--- config.mk ---
export PLATFORM = sky130hd
export DESIGN_NAME = imm_gen
export DESIGN_NICKNAME = d
export VERILOG_FILES = /design/src/rvseed_pkg.sv /design/src/imm_gen.sv
export SDC_FILE = /design/constraint.sdc
export NUM_CORES = 1
export LEC_CHECK = 0
export ABC_AREA = 1
export BUFFER_PORTS_ARGS = -buffer_cell sky130_fd_sc_hd__buf_2
export CAP_MARGIN = 20
export CORE_UTILIZATION = 36
export DETAILED_ROUTE_END_ITERATION = 8
export PLACE_DENSITY_LB_ADDON = 0.08
export SETUP_SLACK_MARGIN = 0.05
export SYNTH_ARGS = -nofsm -noshare
export SYNTH_HDL_FRONTEND = slang
export SYNTH_SLANG_ARGS = --single-unit
--- constraint.sdc ---
create_clock -name vclk -period 1
set_input_delay 0.2 -clock vclk [all_inputs]
set_output_delay 0.2 -clock vclk [all_outputs]
set_load 0.005 [all_outputs]
--- src/rvseed_pkg.sv ---
// shared widths, typedefs, opcodes, alu operations, immediate formats and access sizes
package rvseed_pkg;

    localparam int XLEN           = 32;
    localparam int REG_ADDR_WIDTH = 5;

    typedef logic [XLEN-1:0]           word_t;
    typedef logic [XLEN-1:0]           addr_t;      // byte address
    typedef logic [REG_ADDR_WIDTH-1:0] reg_addr_t;

    // memory sizes
    localparam int IMEM_DEPTH = 256;               // words
    localparam int IMEM_AW    = 8;
    localparam int DMEM_DEPTH = 1024;              // bytes
    localparam int DMEM_AW    = 10;

    localparam addr_t RESET_PC = 32'h0000_0000;

    // major opcodes
    localparam logic [6:0] OP_LUI    = 7'b0110111;
    localparam logic [6:0] OP_AUIPC  = 7'b0010111;
    localparam logic [6:0] OP_JAL    = 7'b1101111;
    localparam logic [6:0] OP_JALR   = 7'b1100111;
    localparam logic [6:0] OP_BRANCH = 7'b1100011;
    localparam logic [6:0] OP_LOAD   = 7'b0000011;
    localparam logic [6:0] OP_STORE  = 7'b0100011;
    localparam logic [6:0] OP_IMM    = 7'b0010011;
    localparam logic [6:0] OP_REG    = 7'b0110011;
    localparam logic [6:0] OP_SYSTEM = 7'b1110011;

    localparam word_t INST_EBREAK = 32'h0010_0073; // only system encoding kept

    typedef logic [3:0] alu_op_t;
    localparam alu_op_t ALU_ADD  = 4'd0;
    localparam alu_op_t ALU_SUB  = 4'd1;
    localparam alu_op_t ALU_SLL  = 4'd2;
    localparam alu_op_t ALU_SLT  = 4'd3;
    localparam alu_op_t ALU_SLTU = 4'd4;
    localparam alu_op_t ALU_XOR  = 4'd5;
    localparam alu_op_t ALU_SRL  = 4'd6;
    localparam alu_op_t ALU_SRA  = 4'd7;
    localparam alu_op_t ALU_OR   = 4'd8;
    localparam alu_op_t ALU_AND  = 4'd9;
    localparam alu_op_t ALU_PASS = 4'd10;          // second operand through, for lui

    typedef logic [2:0] imm_fmt_t;
    localparam imm_fmt_t IMM_I = 3'd0;
    localparam imm_fmt_t IMM_S = 3'd1;
    localparam imm_fmt_t IMM_B = 3'd2;
    localparam imm_fmt_t IMM_U = 3'd3;
    localparam imm_fmt_t IMM_J = 3'd4;

    // encoded as funct3[1:0] of loads and stores
    typedef logic [1:0] mem_size_t;
    localparam mem_size_t MEM_B = 2'd0;
    localparam mem_size_t MEM_H = 2'd1;
    localparam mem_size_t MEM_W = 2'd2;

endpackage
--- src/imm_gen.sv ---
// immediate extraction and sign extension for i, s, b, u and j formats
`timescale 1ns/100ps

module imm_gen import rvseed_pkg::*; (
    input  word_t    inst,
    input  imm_fmt_t imm_fmt,
    output word_t    imm
);

    always_comb begin
        case (imm_fmt)
            IMM_I: begin
                imm = {{20{inst[31]}}, inst[31:20]};
            end
            IMM_S: begin
                imm = {{20{inst[31]}}, inst[31:25], inst[11:7]};
            end
            IMM_B: begin
                imm = {{19{inst[31]}}, inst[31], inst[7], inst[30:25], inst[11:8], 1'b0};
            end
            IMM_U: begin
                imm = {inst[31:12], 12'h000};
            end
            IMM_J: begin
                imm = {{11{inst[31]}}, inst[31], inst[19:12], inst[20], inst[30:21], 1'b0};
            end
            default: imm = '0;
        endcase
    end

endmodule

==> reports/qor.csv <==
metric,value,unit
dp_slack,-251,ps
area_growth,97.3,%
worstPathArrival,940,ps
p_leak,0.693,nW
wl,2.31,mm
ys_seq_area_frac,0,
ioPinCount,67,
fillCellCount,129,
switching_share,0.502,
grt_usage,0.236,
path_delay_family,buffers and inverters,
synth.area.top_cells,"nand3_2 17%, nand3_1 16%, nand2_1 16%",
firstDrtPassIters,4,
antennaDiodeCount,0,
dieArea,0.00182,sq mm
p_switching,0.000265,W
initial_core_util,0.390,
synth_cells,102,
worst-path-buf-inv,3,
power_frac_seq,0,
nClkBuffers,0,
core,0.00152,sq mm
crit_type,in -> out,
grt_max_degree,11,
gr-total-overflow,0,
place_congestion,0.747,
fin_nets,212,
final_antenna_net_count,0,
synth_cell_type_count,16,
first_global_vias,862,
crit_end,imm[11],
setup-tns-final,-2780,ps
rows,14,
crit_slowest_cell,nor2_4,
place_inst,185,
drive_gt1_frac,0.623,
drv_cap,0,
slew_viol_final,0,
synth_top_area_frac,0.168,
numSequentialCells,0,
synth_nets,137,
crit_required,800,ps
cp_cell_sequence,buf_12 > nor2_4 > buf_12 > nand3_1 > nand3_1 > buf_2,
seqCellArea,0,sq um
routedWlPerCell,12.1,microns
status,finished with violations,
setup_violations,32,
vdd_drop_max,0.259,mV
dieHeight,42.6,microns
synth_area,594,sq um
postLayoutCellArea,0.00117,sq mm
slew_headroom,0.869,
cp-end-kind,primary output,
holdBufCountCts,0,
hpwlAfterDp,1.54,mm
crit_cells,6,
rsz0062_at_grt,true,
power_frac_clock,0,
routed-via-count,1006,
critPathLaunch,imm_fmt[0],
hold_viol,0,
period_needed,1140,ps
synth_area_leader_cell,nand3_2,
hp-class,in -> out,
synth_area_per_cell,5.83,sq um
drc_errors,0,
antenna_found_initial,0,
cp_max_fo,9,
drt_iter0_drc,23,
p_per_area,451,mW/mm^2
total_power,0.000529,W
p_int,0.000263,W
p_comb_frac,1.000,
grt_pass1_wl,3.54,mm
fin_crit_sh,1.14,
startpoint_type,input port,
ys_warn_count,0,
fmax,879,MHz
violations,negative setup slack,
dpl_cell_area,981,sq um
tightest_slew,197,ps
fin_cells,191,
slowest_delay,180,ps
viasPerCell,5.27,
die_x,42.6,microns
timing.final.ws_setup,-137,ps
port_buffers,60,
-- Yosys cell counts --
library cell / count
nand2_2: 2
nand2_1: 25
nand4_1: 14
buf_2: 5
nand3_4: 1
o21ai_0: 1
buf_6: 3
nor2_2: 1
nand3_1: 19
nor2_1: 10
nand2_4: 2
a21oi_1: 1
inv_2: 3
nor2_4: 3
inv_1: 2
nand3_2: 10
-- layout make-up --
| type | count | area, sq um | area share |
|---|---|---|---|
| inverters | 5 | 23.8 | 0.0203 |
| multi-input cells | 92 | 614 | 0.524 |
| well taps | 16 | 20.0 | 0.0171 |
| repair buffers | 78 | 514 | 0.439 |
-- per-stage QoR --
step / util / hold slack, ps
global route: 0.769 / 697
finish: 0.769 / 680
global placement: 0.644 / 677
CTS: 0.728 / 682
floorplan: - / 484
detailed placement: 0.644 / 681
-- how the worst min path moves through the flow --
| stage | startpoint | to | slack, ps | depth (start not counted) |
|---|---|---|---|---|
| floorplan | inst[30] | imm[10] | 480 | 2 |
| global placement | inst[15] | imm[15] | 680 | 4 |
| detailed placement | inst[24] | imm[4] | 680 | 4 |
| CTS | inst[24] | imm[4] | 680 | 4 |
| global route | inst[14] | imm[14] | 700 | 4 |
| finish | inst[24] | imm[4] | 680 | 4 |
-- layer usage --
metal | global-route usage | vias up | share of wire
met5 | 0 | - | 0
met4 | 0.0188 | 0 | 0
met2 | 0.427 | 36 | 0.54
li1 | - | 513 | -
met3 | 0.00431 | 0 | 0.051
met1 | 0.321 | 457 | 0.41
-- cell families (layout without fill, tap and decap cells) --
group | after synthesis | after routing | share of synthesized area
AO/OA/AOI/OAI | 2 | 2 | 0.0168
buffers and inverters | 13 | 83 | 0.131
AND/OR/NAND/NOR | 87 | 90 | 0.853
-- power groups by stage --
stage	Combinational (W)	Sequential, W	Clock (W)
5_1_grt	0.000576	0	0
4_1_cts	0.000495	0	0
2_1_floorplan	0.000210	0	0
6_report	0.000529	0	0
3_5_place_dp	0.000434	0	0
3_3_place_gp	0.000426	0	0
-- cell usage in the layout, fill, tap and decap left out, drive strengths merged --
master / instances
buf: 78
nand3: 31
nand2: 30
nor2: 15
nand4: 14
inv: 5
o21ai: 1
a21oi: 1
-- what timing repair did --
item,CTS,global route
endpoints found under the setup margin,32,32
gates cloned,3,0
buffers inserted,2,1
hold endpoints to repair,0,0
gates resized for setup,21,11
pin swaps,5,8
Note: power is estimated with default switching activity, not from simulation.
