[src/rvseed_pkg.sv]
// shared widths, typedefs, opcodes, alu operations, immediate formats and access sizes
package rvseed_pkg;

    localparam int XLEN           = 32;
    localparam int REG_ADDR_WIDTH = 5;

    typedef logic [XLEN-1:0]           word_t;
    typedef logic [XLEN-1:0]           addr_t;      // byte address
    typedef logic [REG_ADDR_WIDTH-1:0] reg_addr_t;

    // memory sizes
    localparam int IMEM_DEPTH = 256;               // words
    localparam int IMEM_AW    = 8;
    localparam int DMEM_DEPTH = 1024;              // bytes
    localparam int DMEM_AW    = 10;

    localparam addr_t RESET_PC = 32'h0000_0000;

    // major opcodes
    localparam logic [6:0] OP_LUI    = 7'b0110111;
    localparam logic [6:0] OP_AUIPC  = 7'b0010111;
    localparam logic [6:0] OP_JAL    = 7'b1101111;
    localparam logic [6:0] OP_JALR   = 7'b1100111;
    localparam logic [6:0] OP_BRANCH = 7'b1100011;
    localparam logic [6:0] OP_LOAD   = 7'b0000011;
    localparam logic [6:0] OP_STORE  = 7'b0100011;
    localparam logic [6:0] OP_IMM    = 7'b0010011;
    localparam logic [6:0] OP_REG    = 7'b0110011;
    localparam logic [6:0] OP_SYSTEM = 7'b1110011;

    localparam word_t INST_EBREAK = 32'h0010_0073; // only system encoding kept

    typedef logic [3:0] alu_op_t;
    localparam alu_op_t ALU_ADD  = 4'd0;
    localparam alu_op_t ALU_SUB  = 4'd1;
    localparam alu_op_t ALU_SLL  = 4'd2;
    localparam alu_op_t ALU_SLT  = 4'd3;
    localparam alu_op_t ALU_SLTU = 4'd4;
    localparam alu_op_t ALU_XOR  = 4'd5;
    localparam alu_op_t ALU_SRL  = 4'd6;
    localparam alu_op_t ALU_SRA  = 4'd7;
    localparam alu_op_t ALU_OR   = 4'd8;
    localparam alu_op_t ALU_AND  = 4'd9;
    localparam alu_op_t ALU_PASS = 4'd10;          // second operand through, for lui

    typedef logic [2:0] imm_fmt_t;
    localparam imm_fmt_t IMM_I = 3'd0;
    localparam imm_fmt_t IMM_S = 3'd1;
    localparam imm_fmt_t IMM_B = 3'd2;
    localparam imm_fmt_t IMM_U = 3'd3;
    localparam imm_fmt_t IMM_J = 3'd4;

    // encoded as funct3[1:0] of loads and stores
    typedef logic [1:0] mem_size_t;
    localparam mem_size_t MEM_B = 2'd0;
    localparam mem_size_t MEM_H = 2'd1;
    localparam mem_size_t MEM_W = 2'd2;

endpackage
[src/reg_file.sv]
// 32 x 32 register file, two combinational reads, one write, x0 tied to zero
`timescale 1ns/100ps

module reg_file import rvseed_pkg::*; (
    input  logic      clk,
    input  logic      rst_n,
    input  logic      wen,
    input  reg_addr_t waddr,
    input  reg_addr_t raddr1,
    input  reg_addr_t raddr2,
    input  word_t     wdata,
    output word_t     rdata1,
    output word_t     rdata2
);

    word_t regs [2**REG_ADDR_WIDTH];

    always_ff @(posedge clk or negedge rst_n) begin
        if (!rst_n) begin
            for (int i = 0; i < 2**REG_ADDR_WIDTH; i++) begin
                regs[i] <= '0;
            end
        end else if (wen && waddr != '0) begin   // x0 never written
            regs[waddr] <= wdata;
        end
    end

    assign rdata1 = (raddr1 == '0) ? '0 : regs[raddr1];
    assign rdata2 = (raddr2 == '0) ? '0 : regs[raddr2];

endmodule

[config.mk]
export PLATFORM = sky130hd
export DESIGN_NAME = reg_file
export DESIGN_NICKNAME = d
export VERILOG_FILES = /design/src/rvseed_pkg.sv /design/src/reg_file.sv
export SDC_FILE = /design/constraint.sdc
export NUM_CORES = 2
export LEC_CHECK = 0
export BUFFER_PORTS_ARGS = -buffer_cell sky130_fd_sc_hd__buf_4
export CAP_MARGIN = 5
export CELL_PAD_IN_SITES_DETAIL_PLACEMENT = 0
export CELL_PAD_IN_SITES_GLOBAL_PLACEMENT = 2
export CORE_MARGIN = 2
export CORE_UTILIZATION = 30
export DETAILED_ROUTE_END_ITERATION = 7
export HOLD_SLACK_MARGIN = 0.08
export PLACE_DENSITY = 0.58
export SLEW_MARGIN = 20
export SYNTH_ARGS = -nofsm -noshare
export SYNTH_HDL_FRONTEND = slang
export SYNTH_SLANG_ARGS = --single-unit
[constraint.sdc]
create_clock -name clk -period 3.25 [get_ports clk]
set_clock_uncertainty 0.2 [all_clocks]
set_input_delay 0.65 -clock clk [delete_from_list [all_inputs] [get_ports clk]]
set_output_delay 0.65 -clock clk [all_outputs]
set_load 0.01 [all_outputs]
==> impl_results.md <==
* Status: finished, violations left
* Failing checks: setup timing
* Minimum clock period at 3.40 ns
* Least-Margin Pin Slew at 1.07 ns
* Yosys top cell by area: dfrtp_1
* Max reg flops at 1024
* Max-Cap Viols at 0
* Synth top area share at between 40% and 50%
* DP Area at 62000 um2
* IO Pins at 114
* Switch Pwr at 11.4 mW
* Highest metal used: met4
* Detailed Routing Iterations Pass 1 at 5
* Worst Hold Class: primary input to flop
* Critical path type: primary input to output port
* Remaining DRCs at 0
* Post-synth EDFFs at 0
* Most common cell in the netlist: mux2_2
* Peak VDD IR at 0.567 mV
* Area contributors post-synth: dfrtp_1 47%, mux2_2 22%, mux4_2 19%
* CP Capture Type: output port
* CP arrival at ~2.6 ns
* Area growth, synth to finish at 28.9%
* Fmax achieved at slightly below 0.3 GHz
* Total CTS buffers at 131
* Slew HR at between 20% and 30%
* Worst Path Required at about 2.4 ns
* Post-Layout Inst Area at 70100 um2
* Port bufs at 113
* Slew Limit Fails at 0
* Int Pwr at 29.8 mW
* Placer Congestion at 0.773
* Logic gate share of total power at 22.1%
* Fillers at 17000
* Via density at between 5 and 6
* DIE AREA at 185000 um2
* Hold Vio Cnt, Final at 0
* Met3 WL at 8630 um
* CTS tree: yes
* H-tree Lvls at 4
* Commonest cells in the netlist: 1046 x mux2_2, 1024 x dfrtp_1, 448 x mux4_2, 223 x clkbuf_1, 170 x buf_2
* DRT iter0 DRCs at 2512
* Met2 WL at a little over 100000 um
* Setup_tns at -2.56 ns
* DR WL/cell at 32.4 um
* Register area at roughly 26000 um2
* Reg power frac at 41.2%
* Final WS setup at -0.151 ns
* Multi-input logic area at 28900 um2
* Total wire length at ~210000 um
* Clock Path Buffers at 3
* Reg clk slew, reported paths at 0.06 ns
* Die W at 430 um
* Finish-stage setup viols at 50
* Mean Syn Cell Area at 15.0 um2
* Biggest register: regs
* Hpwl dp at 131000 um
* Tcrit/Tclk final at 105%
* Number of global-route vias before repair at 38200
* Mapped Nets at between 3000 and 4000
* Largest net degree at the start of global routing at 93
* Pwr dens at 588 nW/um2
* Clock Sinks at 1024
* Crit-path max FO at 11
* Synth Cell Area at roughly 54000 um2
* Clock power share at 36.7%
* Synth unique cells at 35
* Leak at 30.0 nW
* Post-synth ARST share at 100%
* Startpoint type of the worst setup path: primary input
* Ys flop type: dfrtp_1
* Unrepaired setup endpoints after global routing: true
* M1 WL at between 90000 and 100000 um
* CTS root buf: clkbuf_16
* Core area at 180000 um2
* Rows at around 160
* Die height at 430 um
* Gr usage total at between 20% and 30%
* Antenna violations before repair at 4
* ANT nets after route at 0
* Total global routing overflow at 0
* Yosys reg bits at approximately 1000
* Mapped Cells at 3621
* First-pass GRT wire length at 297000 um
* Initial core utilization at ~30%
* Layout Nets at 4080
* Share of cells above drive strength 1 at 66.0%
* Vias post-DR at 36400
* Sw frac at 27.7%
* Yosys warning total at 0
* Biggest regs: regs x1024
* Clock Latency Late Sink at 0.76 ns
* Sequential fraction of the synthesis area at 47.1%
## worst max-delay path, stage by stage
cell	delay (ns)
buf_4	0.14
buf_4	0.27
nand2b_4	0.23
buf_12	0.19
buf_4	0.28
o21ai_2	0.09
a311oi_2	0.30
buf_4	0.23
buf_6	0.11
## area by class of cell
type	instances	area share, %
Clock buffer	195	5.76
Tap cell	2370	4.23
Sequential cell	1024	36.6
Multi-Input combinational cell	2163	41.2
Inverter	2	0.0214
Timing Repair Buffer	708	11.6
Clock inverter	40	0.677
Antenna cell	3	0.0107
## metrics by stage
| stage | worst slack, ns | util, % | power [mW] | hold WS (ns) | cells |
|---|---|---|---|---|---|
| floorplan | 0.310 | - | 22.1 | 0.154 | 3621 |
| global placement | -0.793 | 34.4 | 25.2 | 0.177 | 6172 |
| detailed placement | -0.833 | 34.4 | 25.3 | 0.184 | 6172 |
| CTS | -0.191 | 38.3 | 41.4 | 0.0937 | 6463 |
| global route | -0.186 | 38.9 | 43.0 | 0.156 | 6503 |
| finish | -0.151 | 38.9 | 41.2 | 0.157 | 6505 |
## per-layer routing
metal	GRT usage (%)	up-vias
met2	36.8	948
li1	-	15000
met5	0	-
met1	30.8	20200
met3	3.00	308
met4	7.38	0
## path summary, 6_finish.rpt
kind	from	endpoint	slack, ns	cells past startpoint
max in group asynchronous	rst_n	regs[719]$_DFFE_PN0P_	1.66	4
hold reg to reg	regs[999]$_DFFE_PN0P_	regs[999]$_DFFE_PN0P_	0.19	0
hold / removal	wdata[24]	regs[312]$_DFFE_PN0P_	0.16	2
setup reg to reg	regs[563]$_DFFE_PN0P_	regs[563]$_DFFE_PN0P_	2.05	3
min in group asynchronous	rst_n	regs[575]$_DFFE_PN0P_	0.18	2
setup / recovery	raddr1[4]	rdata1[8]	-0.15	9
## power by group through the flow
stage	combinational [mW]	sequential, mW	clock, mW
finish	9.12	17.0	15.1
global route	9.71	17.3	16.0
CTS	8.95	16.9	15.5
detailed placement	8.20	17.1	0
global placement	8.10	17.1	0
floorplan	5.65	16.5	0
## kinds of logic (layout without fill, tap and decap cells)
kind of cell	Yosys count	after routing	synth area share (%)
compound gates	366	366	4.84
buf+inv	434	945	3.63
flops	1024	1024	47.1
mux	1632	1632	42.8
other cells	0	3	0
simple gates	165	165	1.61
## repair_timing
item | in CTS | in global routing
buffers inserted | 63 | 36
hold buffers | 1 | 0
cloned | 8 | 11
gates resized for setup | 434 | 107
setup endpoints to repair | 64 | 64
pin swaps | 78 | 64
hold endpoints to repair | 518 | 0
## cells in the final DEF, fill, tap and decap left out, drive strengths merged, types with 7 or more instances in the layout
cell type	n
o21ai	110
a211oi	64
buf	694
mux4	448
a311oi	64
mux2i	128
o2111ai	18
clkinv	24
inv	7
dfrtp	1024
nor2b	71
mux2	1056
nand2	49
bufinv	7
nor2	19
a221oi	46
clkbuf	205
a22oi	64
No activity file was read; power rests on OpenSTA's default activity.
