**src/rvseed_pkg.sv**
```systemverilog
// shared widths, typedefs, opcodes, alu operations, immediate formats and access sizes
package rvseed_pkg;

    localparam int XLEN           = 32;
    localparam int REG_ADDR_WIDTH = 5;

    typedef logic [XLEN-1:0]           word_t;
    typedef logic [XLEN-1:0]           addr_t;      // byte address
    typedef logic [REG_ADDR_WIDTH-1:0] reg_addr_t;

    // memory sizes
    localparam int IMEM_DEPTH = 256;               // words
    localparam int IMEM_AW    = 8;
    localparam int DMEM_DEPTH = 1024;              // bytes
    localparam int DMEM_AW    = 10;

    localparam addr_t RESET_PC = 32'h0000_0000;

    // major opcodes
    localparam logic [6:0] OP_LUI    = 7'b0110111;
    localparam logic [6:0] OP_AUIPC  = 7'b0010111;
    localparam logic [6:0] OP_JAL    = 7'b1101111;
    localparam logic [6:0] OP_JALR   = 7'b1100111;
    localparam logic [6:0] OP_BRANCH = 7'b1100011;
    localparam logic [6:0] OP_LOAD   = 7'b0000011;
    localparam logic [6:0] OP_STORE  = 7'b0100011;
    localparam logic [6:0] OP_IMM    = 7'b0010011;
    localparam logic [6:0] OP_REG    = 7'b0110011;
    localparam logic [6:0] OP_SYSTEM = 7'b1110011;

    localparam word_t INST_EBREAK = 32'h0010_0073; // only system encoding kept

    typedef logic [3:0] alu_op_t;
    localparam alu_op_t ALU_ADD  = 4'd0;
    localparam alu_op_t ALU_SUB  = 4'd1;
    localparam alu_op_t ALU_SLL  = 4'd2;
    localparam alu_op_t ALU_SLT  = 4'd3;
    localparam alu_op_t ALU_SLTU = 4'd4;
    localparam alu_op_t ALU_XOR  = 4'd5;
    localparam alu_op_t ALU_SRL  = 4'd6;
    localparam alu_op_t ALU_SRA  = 4'd7;
    localparam alu_op_t ALU_OR   = 4'd8;
    localparam alu_op_t ALU_AND  = 4'd9;
    localparam alu_op_t ALU_PASS = 4'd10;          // second operand through, for lui

    typedef logic [2:0] imm_fmt_t;
    localparam imm_fmt_t IMM_I = 3'd0;
    localparam imm_fmt_t IMM_S = 3'd1;
    localparam imm_fmt_t IMM_B = 3'd2;
    localparam imm_fmt_t IMM_U = 3'd3;
    localparam imm_fmt_t IMM_J = 3'd4;

    // encoded as funct3[1:0] of loads and stores
    typedef logic [1:0] mem_size_t;
    localparam mem_size_t MEM_B = 2'd0;
    localparam mem_size_t MEM_H = 2'd1;
    localparam mem_size_t MEM_W = 2'd2;

endpackage
```
**src/pc_unit.sv**
```systemverilog
// program counter register and next pc selection
`timescale 1ns/100ps

module pc_unit import rvseed_pkg::*; (
    input  logic  clk,
    input  logic  rst_n,
    input  logic  advance,     // run and not halted
    input  logic  branch,
    input  logic  jump,
    input  logic  jalr,
    input  logic  taken,
    input  word_t imm,
    input  word_t alu_res,
    output addr_t pc,
    output addr_t pc_plus4
);

    addr_t next_pc;

    assign pc_plus4 = pc + 32'd4;

    always_comb begin
        if (jalr) begin
            next_pc = {alu_res[XLEN-1:1], 1'b0};   // rs1 + imm, lsb cleared
        end else if (jump || (branch && taken)) begin
            next_pc = pc + imm;
        end else begin
            next_pc = pc_plus4;
        end
    end

    always_ff @(posedge clk or negedge rst_n) begin
        if (!rst_n) begin
            pc <= RESET_PC;
        end else if (advance) begin
            pc <= next_pc;
        end
    end

endmodule

```
**config.mk**
```make
export PLATFORM = sky130hd
export DESIGN_NAME = pc_unit
export DESIGN_NICKNAME = d
export VERILOG_FILES = /design/src/rvseed_pkg.sv /design/src/pc_unit.sv
export SDC_FILE = /design/constraint.sdc
export NUM_CORES = 1
export LEC_CHECK = 0
export ABC_CLOCK_PERIOD_IN_PS = 2950
export CELL_PAD_IN_SITES_DETAIL_PLACEMENT = 0
export CELL_PAD_IN_SITES_GLOBAL_PLACEMENT = 1
export CORE_ASPECT_RATIO = 1.2
export CORE_UTILIZATION = 42
export DETAILED_ROUTE_END_ITERATION = 8
export DONT_BUFFER_PORTS = 1
export MAX_ROUTING_LAYER = met4
export PLACE_DENSITY_LB_ADDON = 0.1
export REMOVE_ABC_BUFFERS = 1
export SLEW_MARGIN = 0
export SYNTH_ARGS = -nofsm -noshare
export SYNTH_HDL_FRONTEND = slang
export SYNTH_SLANG_ARGS = --single-unit
```
**constraint.sdc**
```tcl
create_clock -name clk -period 2.95 [get_ports clk]
set_input_delay 0.59 -clock clk [delete_from_list [all_inputs] [get_ports clk]]
set_output_delay 0.59 -clock clk [all_outputs]
set_load 0.03 [all_outputs]
```
==> results.md <==
- Total chip power: 4.18 mW
- Final Core Density: 0.515
- Synth Flop Type: dfrtp_1
- Main combinational cell family by area after synthesis: compound AO/OA/AOI/OAI gates
- Crit. End Element: output port
- Syn_area_per_cell: 7.64 um^2
- Synth async-reset ratio: 1.00
- Max reg flops: 32
- Fraction of synthesized cell area in xor and xnor cells: 0.0958
- Die area: 0.0109 mm^2
- Maxcap violations: 0
- Setup violations, final: 0
- Max incr delay on CP: 0.43 ns
- Fraction of layout cells with a size suffix above 1: 0.199
- Worst EP arrival: 2.23 ns
- Horiz. Die Dim: 95.3 um
- First-pass GRT wire length: 23700 um
- P per Cell Area: 803 mW/mm^2
- Cell Count, Final, Fillers Out: 763
- CP required: 2.36 ns
- # diodes: 0
- Maximum number of pins on one net before global-route repair: 45
- Int Pwr: 2.03 mW
- Setup tns final: 0 ns
- Setup WS pre-CTS: -0.0370 ns
- Initial antenna violation count: 0
- Switching share of power: 0.515
- Top flop regs: pc (32)
- WL/cell: 19.8 um
- Tmin final: 2.82 ns
- Commonest non-fill, non-tap cell in the layout: buf_4
- Final hold slack: 0.127 ns
- Vias in the first global route: 4643
- Worst vdd ir: 0.000347 V
- Htree depth: 2
- Compound-gate portion of the synthesized area: 0.306
- Worst clock skew: 0.00403 ns
- Pre-Repair DR Iteration Count: 5
- Initial Util: 0.434
- Comb power frac: 0.697
- Final worst slack: 0.126 ns
- Clock sinks: 32
- Vias: 4679
- Crit share post-route: 0.957
- Post-synth EDFFs: 0
- Finished Cell Area: 0.00520 mm^2
- Final Hold Viols: 0
- Outcome: finished, final reports clean
- Post-synthesis mux area share: 0.0333
- Most frequent cells in the layout: buf_4, nand2_1, a21oi_1
- Area Growth Syn to Fin: 18.5%
- Routed Antenna Nets: 0
- Post-synthesis sequential area ratio: 0.182
- Cell row count: 40
- Clock Root Buffer: clkbuf_16
- GRT overflow: 0
- Ys Warns: 0
- Reg power frac: 0.171
- Placed Area: 0.00500 mm^2
- DRT iter0 DRCs: 203
- Placer Congestion: 0.889
- Hold Crit Class: in2async
- Synth Instances: 575
- Core area: 0.0101 mm^2
- Most frequent cell on the critical path: buf_4
- Die height: 114 um
- Area of the multi-input gates: 0.00338 mm^2
- Worst Max-Slew Pin Slew: 0.830 ns
- Slew Limit Fails: 0
- CTS max path bufs: 2
- Post-route DRC: 0
- CTS tree: done
- Switching power: 2.15 mW
- Sequential cell area: 802 um^2
- Post-Synth Adder-Cell Area: 0.0958
- Fmax: 354 MHz
- Final HPWL from detailed placement: 11500 um
- Total CTS buffers: 5
- Routed WL: 15100 um
- Leak: 2.22 nW
- Crit path cell chain: ha_2, nand4_1, nor3_4, buf_4, buf_4, nand4_1, xnor2_1, buf_4
- Post-DR vias/cell: 6.13
- Top reg by flops: pc
- Synth Cell Area: 0.00439 mm^2
- Worst Path Max Fanout: 5
- Slew margin rel.: 0.443
- Synth Register Bits: 32
- # port buffers: 0
- CP Launch Type: flop
- GRT Overall Usage: 0.292
- Worst-Skew Late Latency: 0.28 ns
- Nets: 740
- Slowest CP cell: dfrtp_1
- Dpl cells: 751
- Fillers: 1042
- Setup CP Type: reg2out
- Clock transition at path regs: 0.06 ns
- Yosys cell types: 85
- I/O Pins: 135
- Clock power share: 0.132
- Post-Synth Simple-Gate Area: 0.237
-- synth_stat cells (all sizes together), types with 3 or more instances --
master,instances,area [um^2]
dfrtp,32,801
a21oi,50,265
a211oi,9,85.1
nor3,11,60.1
nor2,45,169
nand2b,5,31.3
nor2b,4,25.0
mux2i,6,60.1
nor4,4,40.0
a31oi,6,37.5
nand4,14,87.6
a221oi,10,118
o21ai,49,245
o21bai,4,30.0
o22ai,8,50.1
and3,10,62.6
o311ai,3,26.3
xnor2,24,210
clkbuf,23,97.6
o211ai,3,22.5
o2bb2ai,4,35.0
inv,12,45.0
nand3,23,125
mux2,7,86.3
or2,3,18.8
buf,9,73.8
nand2,65,246
o21a,7,52.6
xor2,24,210
o31ai,5,42.5
or3,6,37.5
ha,32,400
a21o,17,130
and4,3,28.8
and2,5,33.8
-- area by class of cell --
cell class	count	share of cell area
Inverter	13	0.00938
Clock inverter	2	0.00192
Multi-Input combinational cell	498	0.651
Sequential cell	32	0.154
Timing Repair Buffer	86	0.127
Clock buffer	6	0.0267
Tap cell	126	0.0303
-- per-layer routing --
layer	share of wire	up-vias	wire, um	GRT usage
met1	0.42	2208	6400	0.360
met4	0.021	0	323	0.0808
met2	0.50	171	7550	0.495
li1	-	2273	-	-
met5	0	-	0	-
met3	0.057	27	856	0.0367
-- kinds of logic after synthesis --
family	Yosys count
simple gates	206
compound gates	198
xor+xnor	48
buf+inv	45
fa+ha+maj	33
flops	32
mux	13
-- worst max-delay path, delay by kind of cell (launching register included) --
kind	cells	cell delay [ns]
DFF	1	0.43
and+or+nand+nor	3	0.61
xor gates and xnor gates	1	0.17
buffers and inverters	3	0.49
adders and majority gates	1	0.25
-- power by group through the flow --
stage	sequential, mW	combinational (mW)	clock (mW)
global placement	0.718	2.86	0
CTS	0.713	2.90	0.560
global route	0.735	3.17	0.575
floorplan	1.00	1.74	0
detailed placement	0.720	2.87	0
finish	0.715	2.91	0.551
-- final timing paths --
check	startpoint	depth (start not counted)	to	slack [ns]
max	pc[2]$_DFFE_PN0P_	8	pc_plus4[18]	0.13
min	rst_n	1	pc[19]$_DFFE_PN0P_	0.13
max reg2reg	pc[0]$_DFFE_PN0P_	9	pc[20]$_DFFE_PN0P_	0.19
min reg2reg	pc[5]$_DFFE_PN0P_	2	pc[5]$_DFFE_PN0P_	0.61
max in group asynchronous	rst_n	1	pc[27]$_DFFE_PN0P_	1.88
min in group clk	jalr	1	pc[0]$_DFFE_PN0P_	0.39
-- repair_timing --
action / CTS / global route
pin swaps: 0 / 2
buffers inserted: 0 / 2
endpoints found under the hold margin: 25 / 0
resized for setup: 1 / 3
setup endpoints to repair: 3 / 6
hold buffers: 2 / 0
(Power assumes the default switching activity.)
