File: src/rvseed_pkg.sv
// shared widths, typedefs, opcodes, alu operations, immediate formats and access sizes
package rvseed_pkg;

    localparam int XLEN           = 32;
    localparam int REG_ADDR_WIDTH = 5;

    typedef logic [XLEN-1:0]           word_t;
    typedef logic [XLEN-1:0]           addr_t;      // byte address
    typedef logic [REG_ADDR_WIDTH-1:0] reg_addr_t;

    // memory sizes
    localparam int IMEM_DEPTH = 256;               // words
    localparam int IMEM_AW    = 8;
    localparam int DMEM_DEPTH = 1024;              // bytes
    localparam int DMEM_AW    = 10;

    localparam addr_t RESET_PC = 32'h0000_0000;

    // major opcodes
    localparam logic [6:0] OP_LUI    = 7'b0110111;
    localparam logic [6:0] OP_AUIPC  = 7'b0010111;
    localparam logic [6:0] OP_JAL    = 7'b1101111;
    localparam logic [6:0] OP_JALR   = 7'b1100111;
    localparam logic [6:0] OP_BRANCH = 7'b1100011;
    localparam logic [6:0] OP_LOAD   = 7'b0000011;
    localparam logic [6:0] OP_STORE  = 7'b0100011;
    localparam logic [6:0] OP_IMM    = 7'b0010011;
    localparam logic [6:0] OP_REG    = 7'b0110011;
    localparam logic [6:0] OP_SYSTEM = 7'b1110011;

    localparam word_t INST_EBREAK = 32'h0010_0073; // only system encoding kept

    typedef logic [3:0] alu_op_t;
    localparam alu_op_t ALU_ADD  = 4'd0;
    localparam alu_op_t ALU_SUB  = 4'd1;
    localparam alu_op_t ALU_SLL  = 4'd2;
    localparam alu_op_t ALU_SLT  = 4'd3;
    localparam alu_op_t ALU_SLTU = 4'd4;
    localparam alu_op_t ALU_XOR  = 4'd5;
    localparam alu_op_t ALU_SRL  = 4'd6;
    localparam alu_op_t ALU_SRA  = 4'd7;
    localparam alu_op_t ALU_OR   = 4'd8;
    localparam alu_op_t ALU_AND  = 4'd9;
    localparam alu_op_t ALU_PASS = 4'd10;          // second operand through, for lui

    typedef logic [2:0] imm_fmt_t;
    localparam imm_fmt_t IMM_I = 3'd0;
    localparam imm_fmt_t IMM_S = 3'd1;
    localparam imm_fmt_t IMM_B = 3'd2;
    localparam imm_fmt_t IMM_U = 3'd3;
    localparam imm_fmt_t IMM_J = 3'd4;

    // encoded as funct3[1:0] of loads and stores
    typedef logic [1:0] mem_size_t;
    localparam mem_size_t MEM_B = 2'd0;
    localparam mem_size_t MEM_H = 2'd1;
    localparam mem_size_t MEM_W = 2'd2;

endpackage
File: src/ctrl.sv
// instruction decoder: register fields, alu, memory and flow controls, ebreak and illegal flags
`timescale 1ns/100ps

module ctrl import rvseed_pkg::*; (
    input  word_t     inst,
    output reg_addr_t rs1,
    output reg_addr_t rs2,
    output reg_addr_t rd,
    output logic      reg_wen,
    output imm_fmt_t  imm_fmt,
    output alu_op_t   alu_op,
    output logic      src1_pc,
    output logic      src2_imm,
    output logic      mem_read,
    output logic      mem_write,
    output mem_size_t mem_size,
    output logic      mem_unsigned,
    output logic      branch,
    output logic      jump,
    output logic      jalr,
    output logic      ebreak,
    output logic      illegal
);

    logic [6:0] opcode;
    logic [2:0] funct3;
    logic [6:0] funct7;
    logic       writes_rd;   // encoding has a destination

    // integer op from funct3, alt picks sub / sra
    function automatic alu_op_t arith_op(input logic [2:0] f3, input logic alt);
        case (f3)
            3'b000:  return alt ? ALU_SUB : ALU_ADD;
            3'b001:  return ALU_SLL;
            3'b010:  return ALU_SLT;
            3'b011:  return ALU_SLTU;
            3'b100:  return ALU_XOR;
            3'b101:  return alt ? ALU_SRA : ALU_SRL;
            3'b110:  return ALU_OR;
            default: return ALU_AND;
        endcase
    endfunction

    assign opcode = inst[6:0];
    assign funct3 = inst[14:12];
    assign funct7 = inst[31:25];
    assign rs1    = inst[19:15];
    assign rs2    = inst[24:20];
    assign rd     = inst[11:7];

    assign reg_wen      = writes_rd && (rd != '0) && !illegal;
    assign mem_size     = funct3[1:0];
    assign mem_unsigned = funct3[2];

    always_comb begin
        writes_rd = 1'b0;
        imm_fmt   = IMM_I;
        alu_op    = ALU_ADD;
        src1_pc   = 1'b0;
        src2_imm  = 1'b0;
        mem_read  = 1'b0;
        mem_write = 1'b0;
        branch    = 1'b0;
        jump      = 1'b0;
        jalr      = 1'b0;
        ebreak    = 1'b0;
        illegal   = 1'b0;
        case (opcode)
            OP_LUI: begin
                writes_rd = 1'b1;
                imm_fmt   = IMM_U;
                alu_op    = ALU_PASS;
                src2_imm  = 1'b1;
            end
            OP_AUIPC: begin
                writes_rd = 1'b1;
                imm_fmt   = IMM_U;
                src1_pc   = 1'b1;
                src2_imm  = 1'b1;
            end
            OP_JAL: begin
                writes_rd = 1'b1;
                imm_fmt   = IMM_J;
                jump      = 1'b1;
            end
            OP_JALR: begin
                writes_rd = 1'b1;
                src2_imm  = 1'b1;
                jalr      = 1'b1;
                illegal   = (funct3 != 3'b000);
            end
            OP_BRANCH: begin
                imm_fmt = IMM_B;
                branch  = 1'b1;
                case (funct3[2:1])     // compare kind chosen here, sense in alu
                    2'b00:   alu_op = ALU_SUB;
                    2'b10:   alu_op = ALU_SLT;
                    2'b11:   alu_op = ALU_SLTU;
                    default: illegal = 1'b1;
                endcase
            end
            OP_LOAD: begin
                writes_rd = 1'b1;
                src2_imm  = 1'b1;
                mem_read  = 1'b1;
                illegal   = (funct3 == 3'b011) || (funct3[2:1] == 2'b11);
            end
            OP_STORE: begin
                imm_fmt   = IMM_S;
                src2_imm  = 1'b1;
                mem_write = !(funct3[2] || funct3[1:0] == 2'b11);
                illegal   = funct3[2] || (funct3[1:0] == 2'b11);
            end
            OP_IMM: begin
                writes_rd = 1'b1;
                src2_imm  = 1'b1;
                alu_op    = arith_op(funct3, (funct3 == 3'b101) && funct7[5]);
                if (funct3 == 3'b001) begin
                    illegal = (funct7 != 7'b0000000);
                end else if (funct3 == 3'b101) begin
                    illegal = (funct7 != 7'b0000000) && (funct7 != 7'b0100000);
                end
            end
            OP_REG: begin
                writes_rd = 1'b1;
                alu_op    = arith_op(funct3, funct7[5]);
                illegal   = !((funct7 == 7'b0000000) ||
                              (funct7 == 7'b0100000 &&
                               (funct3 == 3'b000 || funct3 == 3'b101)));
            end
            OP_SYSTEM: begin
                ebreak  = (inst == INST_EBREAK);
                illegal = (inst != INST_EBREAK);   // ecall and csr ops not kept
            end
            default: illegal = 1'b1;
        endcase
    end

endmodule

File: config.mk
export PLATFORM = sky130hd
export DESIGN_NAME = ctrl
export DESIGN_NICKNAME = d
export VERILOG_FILES = /design/src/rvseed_pkg.sv /design/src/ctrl.sv
export SDC_FILE = /design/constraint.sdc
export NUM_CORES = 1
export LEC_CHECK = 0
export BUFFER_PORTS_ARGS = -buffer_cell sky130_fd_sc_hd__buf_2
export CAP_MARGIN = 40
export CORE_MARGIN = 3
export CORE_UTILIZATION = 40
export DETAILED_ROUTE_END_ITERATION = 8
export PLACE_DENSITY = 0.86
export SLEW_MARGIN = 20
export SYNTH_ARGS = -nofsm -noshare
export SYNTH_HDL_FRONTEND = slang
export SYNTH_SLANG_ARGS = --single-unit
File: constraint.sdc
create_clock -name vclk -period 2.89
set_input_delay 0.4335 -clock vclk [all_inputs]
set_output_delay 0.4335 -clock vclk [all_outputs]
set_load 0.005 [all_outputs]
==> results.toml <==
[layout]
fillers = 165
seq_area_um2 = 0
area_growth_pct = 26.3
clkbuf_count = 0
instances_no_fill = 176
diodes = 0
drive_gt1_share_pct = 45.4
nNetsFinal = 186
sequential_cell_total = 0
fin_area_um2 = 912

[timing]
fin_crit_sh_pct = 77.3
tightest_slew_ns = 0.400
tns_ns = 0
finalHoldViolations = 0
min_period_ns = 2.23
maxSlewHeadroom_pct = 73.2
slew_viol_final = 0
setup_viol = 0
rsz0062_at_grt = "false"
max_freq_mhz = 448

[drt]
top_layer = "met4"
drtIter0Drc = 28
met1Wirelength_um = 903
routed_via_density = 5.70
vias = 1004
wl_met2_um = 1150
wl_met3_um = 203
drc = 0
dr.pass1.iters = 4
avgRoutedWirePerCell_um = 12.9
wl_um = 2260
ant_nets = 0

[worst_setup_path]
crit_type = "in -> out"
path_cells = "buf_2 -> or2_1 -> a31o_1 -> a2111oi_4 -> and4_1 -> buf_2"
critPathLaunchType = "primary input"
crit_start = "inst[14]"
required_ns = 2.46
cp-end-kind = "output port"
path_max_fanout = 13
path_common_cell = "buf_2"
cp_slowest_cell = "a2111oi_4"
arrival_ns = 1.80
slowest_delay_ns = 0.35

[floorplanning]
num_rows = 14
placeableCoreArea_um2 = 1590
die_width_um = 48.5
die_h_um = 48.5
fp.dieArea_um2 = 2350
ios = 67
start_util_pct = 45.3

[cts]
post_cts_buffers = 0
cts_resized = 0
holdBufCountCts = 0

[placed_design]
place.gp.congestion = 0.785
numPortBuffers = 67
dp_cells = 176
place_area_um2 = 912
dpl.hpwl_um = 1860

[worst_hold_path]
holdPathEnd = "rs2[0]"
holdCritPathClass = "in -> out"
hold_path_startpoint = "inst[20]"
min_path_cells = 2

[flow_run]
cap_viol_max_count = 0

[logic_synthesis]
avgSynthCellArea_um2 = 6.50
yosysSeqAreaShare_pct = 0
netlist_instances = 111
synth_area_um2 = 722
syn-num-nets = 143
synth_cell_types = 43
synth_warnings = 0

[grt]
grt-ovfl-total = 0
grt_pass1_vias = 878
grt_max_degree = 17
grt_use_total_pct = 18.4
grt_pass1_wl_um = 3800
antenna_found_initial = 0

[power_and_ir_drop]
power_density_nw_per_um2 = 101
p_leak_uw = 0.000473
fin_total_pwr_uw = 92.3
vdd_drop_max_mv = 0.0657

[outcome]
status = "completed"
## critical path: cells and delay by family
kind / cells / cell delay [ns]
buf+inv: 2 / 0.28
compound gates: 2 / 0.60
simple gates: 2 / 0.49
## layout make-up
class,instances,area [um2],share of cell area (%)
well taps,24,30.0,3.29
inverters,2,7.51,0.823
repair buffers,67,335,36.8
multi-input cells,83,539,59.1
## cell families after synthesis
group,synth area share [%]
simple gates,45.6
mux,1.39
compound gates,26.5
buf+inv,25.3
xor+xnor,1.21
## layer usage
layer,global-route usage (%),up-vias
li1,-,480
met5,0,-
met4,1.42,0
met3,2.15,2
met2,37.6,60
met1,20.7,462
## layout by cell type, fill, tap and decap left out, drive strengths merged, types with 2 or more instances in the layout
cell type	n
a2111oi	2
a211o	3
a21oi	2
and3	2
and4b	2
buf	67
inv	2
nand2	10
nand2b	3
nand3	3
nand4b	2
nor2	12
nor3	6
nor3b	3
nor4	3
nor4b	2
o21ai	4
o22ai	3
## metrics by stage
| stage | util [%] | hold WS [ns] | setup slack (ns) |
|---|---|---|---|
| finish | 57.2 | 1.05 | 0.656 |
| global route | 57.2 | 1.06 | 0.585 |
| CTS | 57.2 | 1.05 | 0.663 |
| detailed placement | 57.2 | 1.05 | 0.667 |
| global placement | 57.2 | 1.04 | 0.723 |
| floorplan | - | 0.948 | 0.898 |
## cell usage after synthesis, types with 2 or more instances
cell / number / share of area (%)
o22ai_1: 3 / 2.6
nor4b_1: 2 / 2.4
buf_2: 2 / 1.4
inv_1: 2 / 1.0
a211o_1: 3 / 3.6
nor4_1: 3 / 2.6
nor2_1: 12 / 6.2
nand4b_1: 2 / 2.4
nor3b_1: 3 / 3.1
nand3_1: 3 / 2.1
nor3_1: 6 / 4.2
clkbuf_1: 5 / 2.6
nand2b_1: 3 / 2.6
o21ai_0: 4 / 2.8
a21oi_1: 2 / 1.4
buf_4: 18 / 19
nand2_1: 10 / 5.2
and4b_1: 2 / 2.8
and3_1: 2 / 1.7
## where the power goes
part	switching [uW]	internal, uW	total, uW
clock	0	0	0
combinational	50.0	42.3	92.3
sequential	0	0	0
## worst max path at each step
stage          endpoint
3_3_place_gp    reg_wen
4_1_cts         reg_wen
3_5_place_dp    reg_wen
2_1_floorplan   reg_wen
6_report        reg_wen
5_1_grt         reg_wen
(Power assumes the default switching activity.)
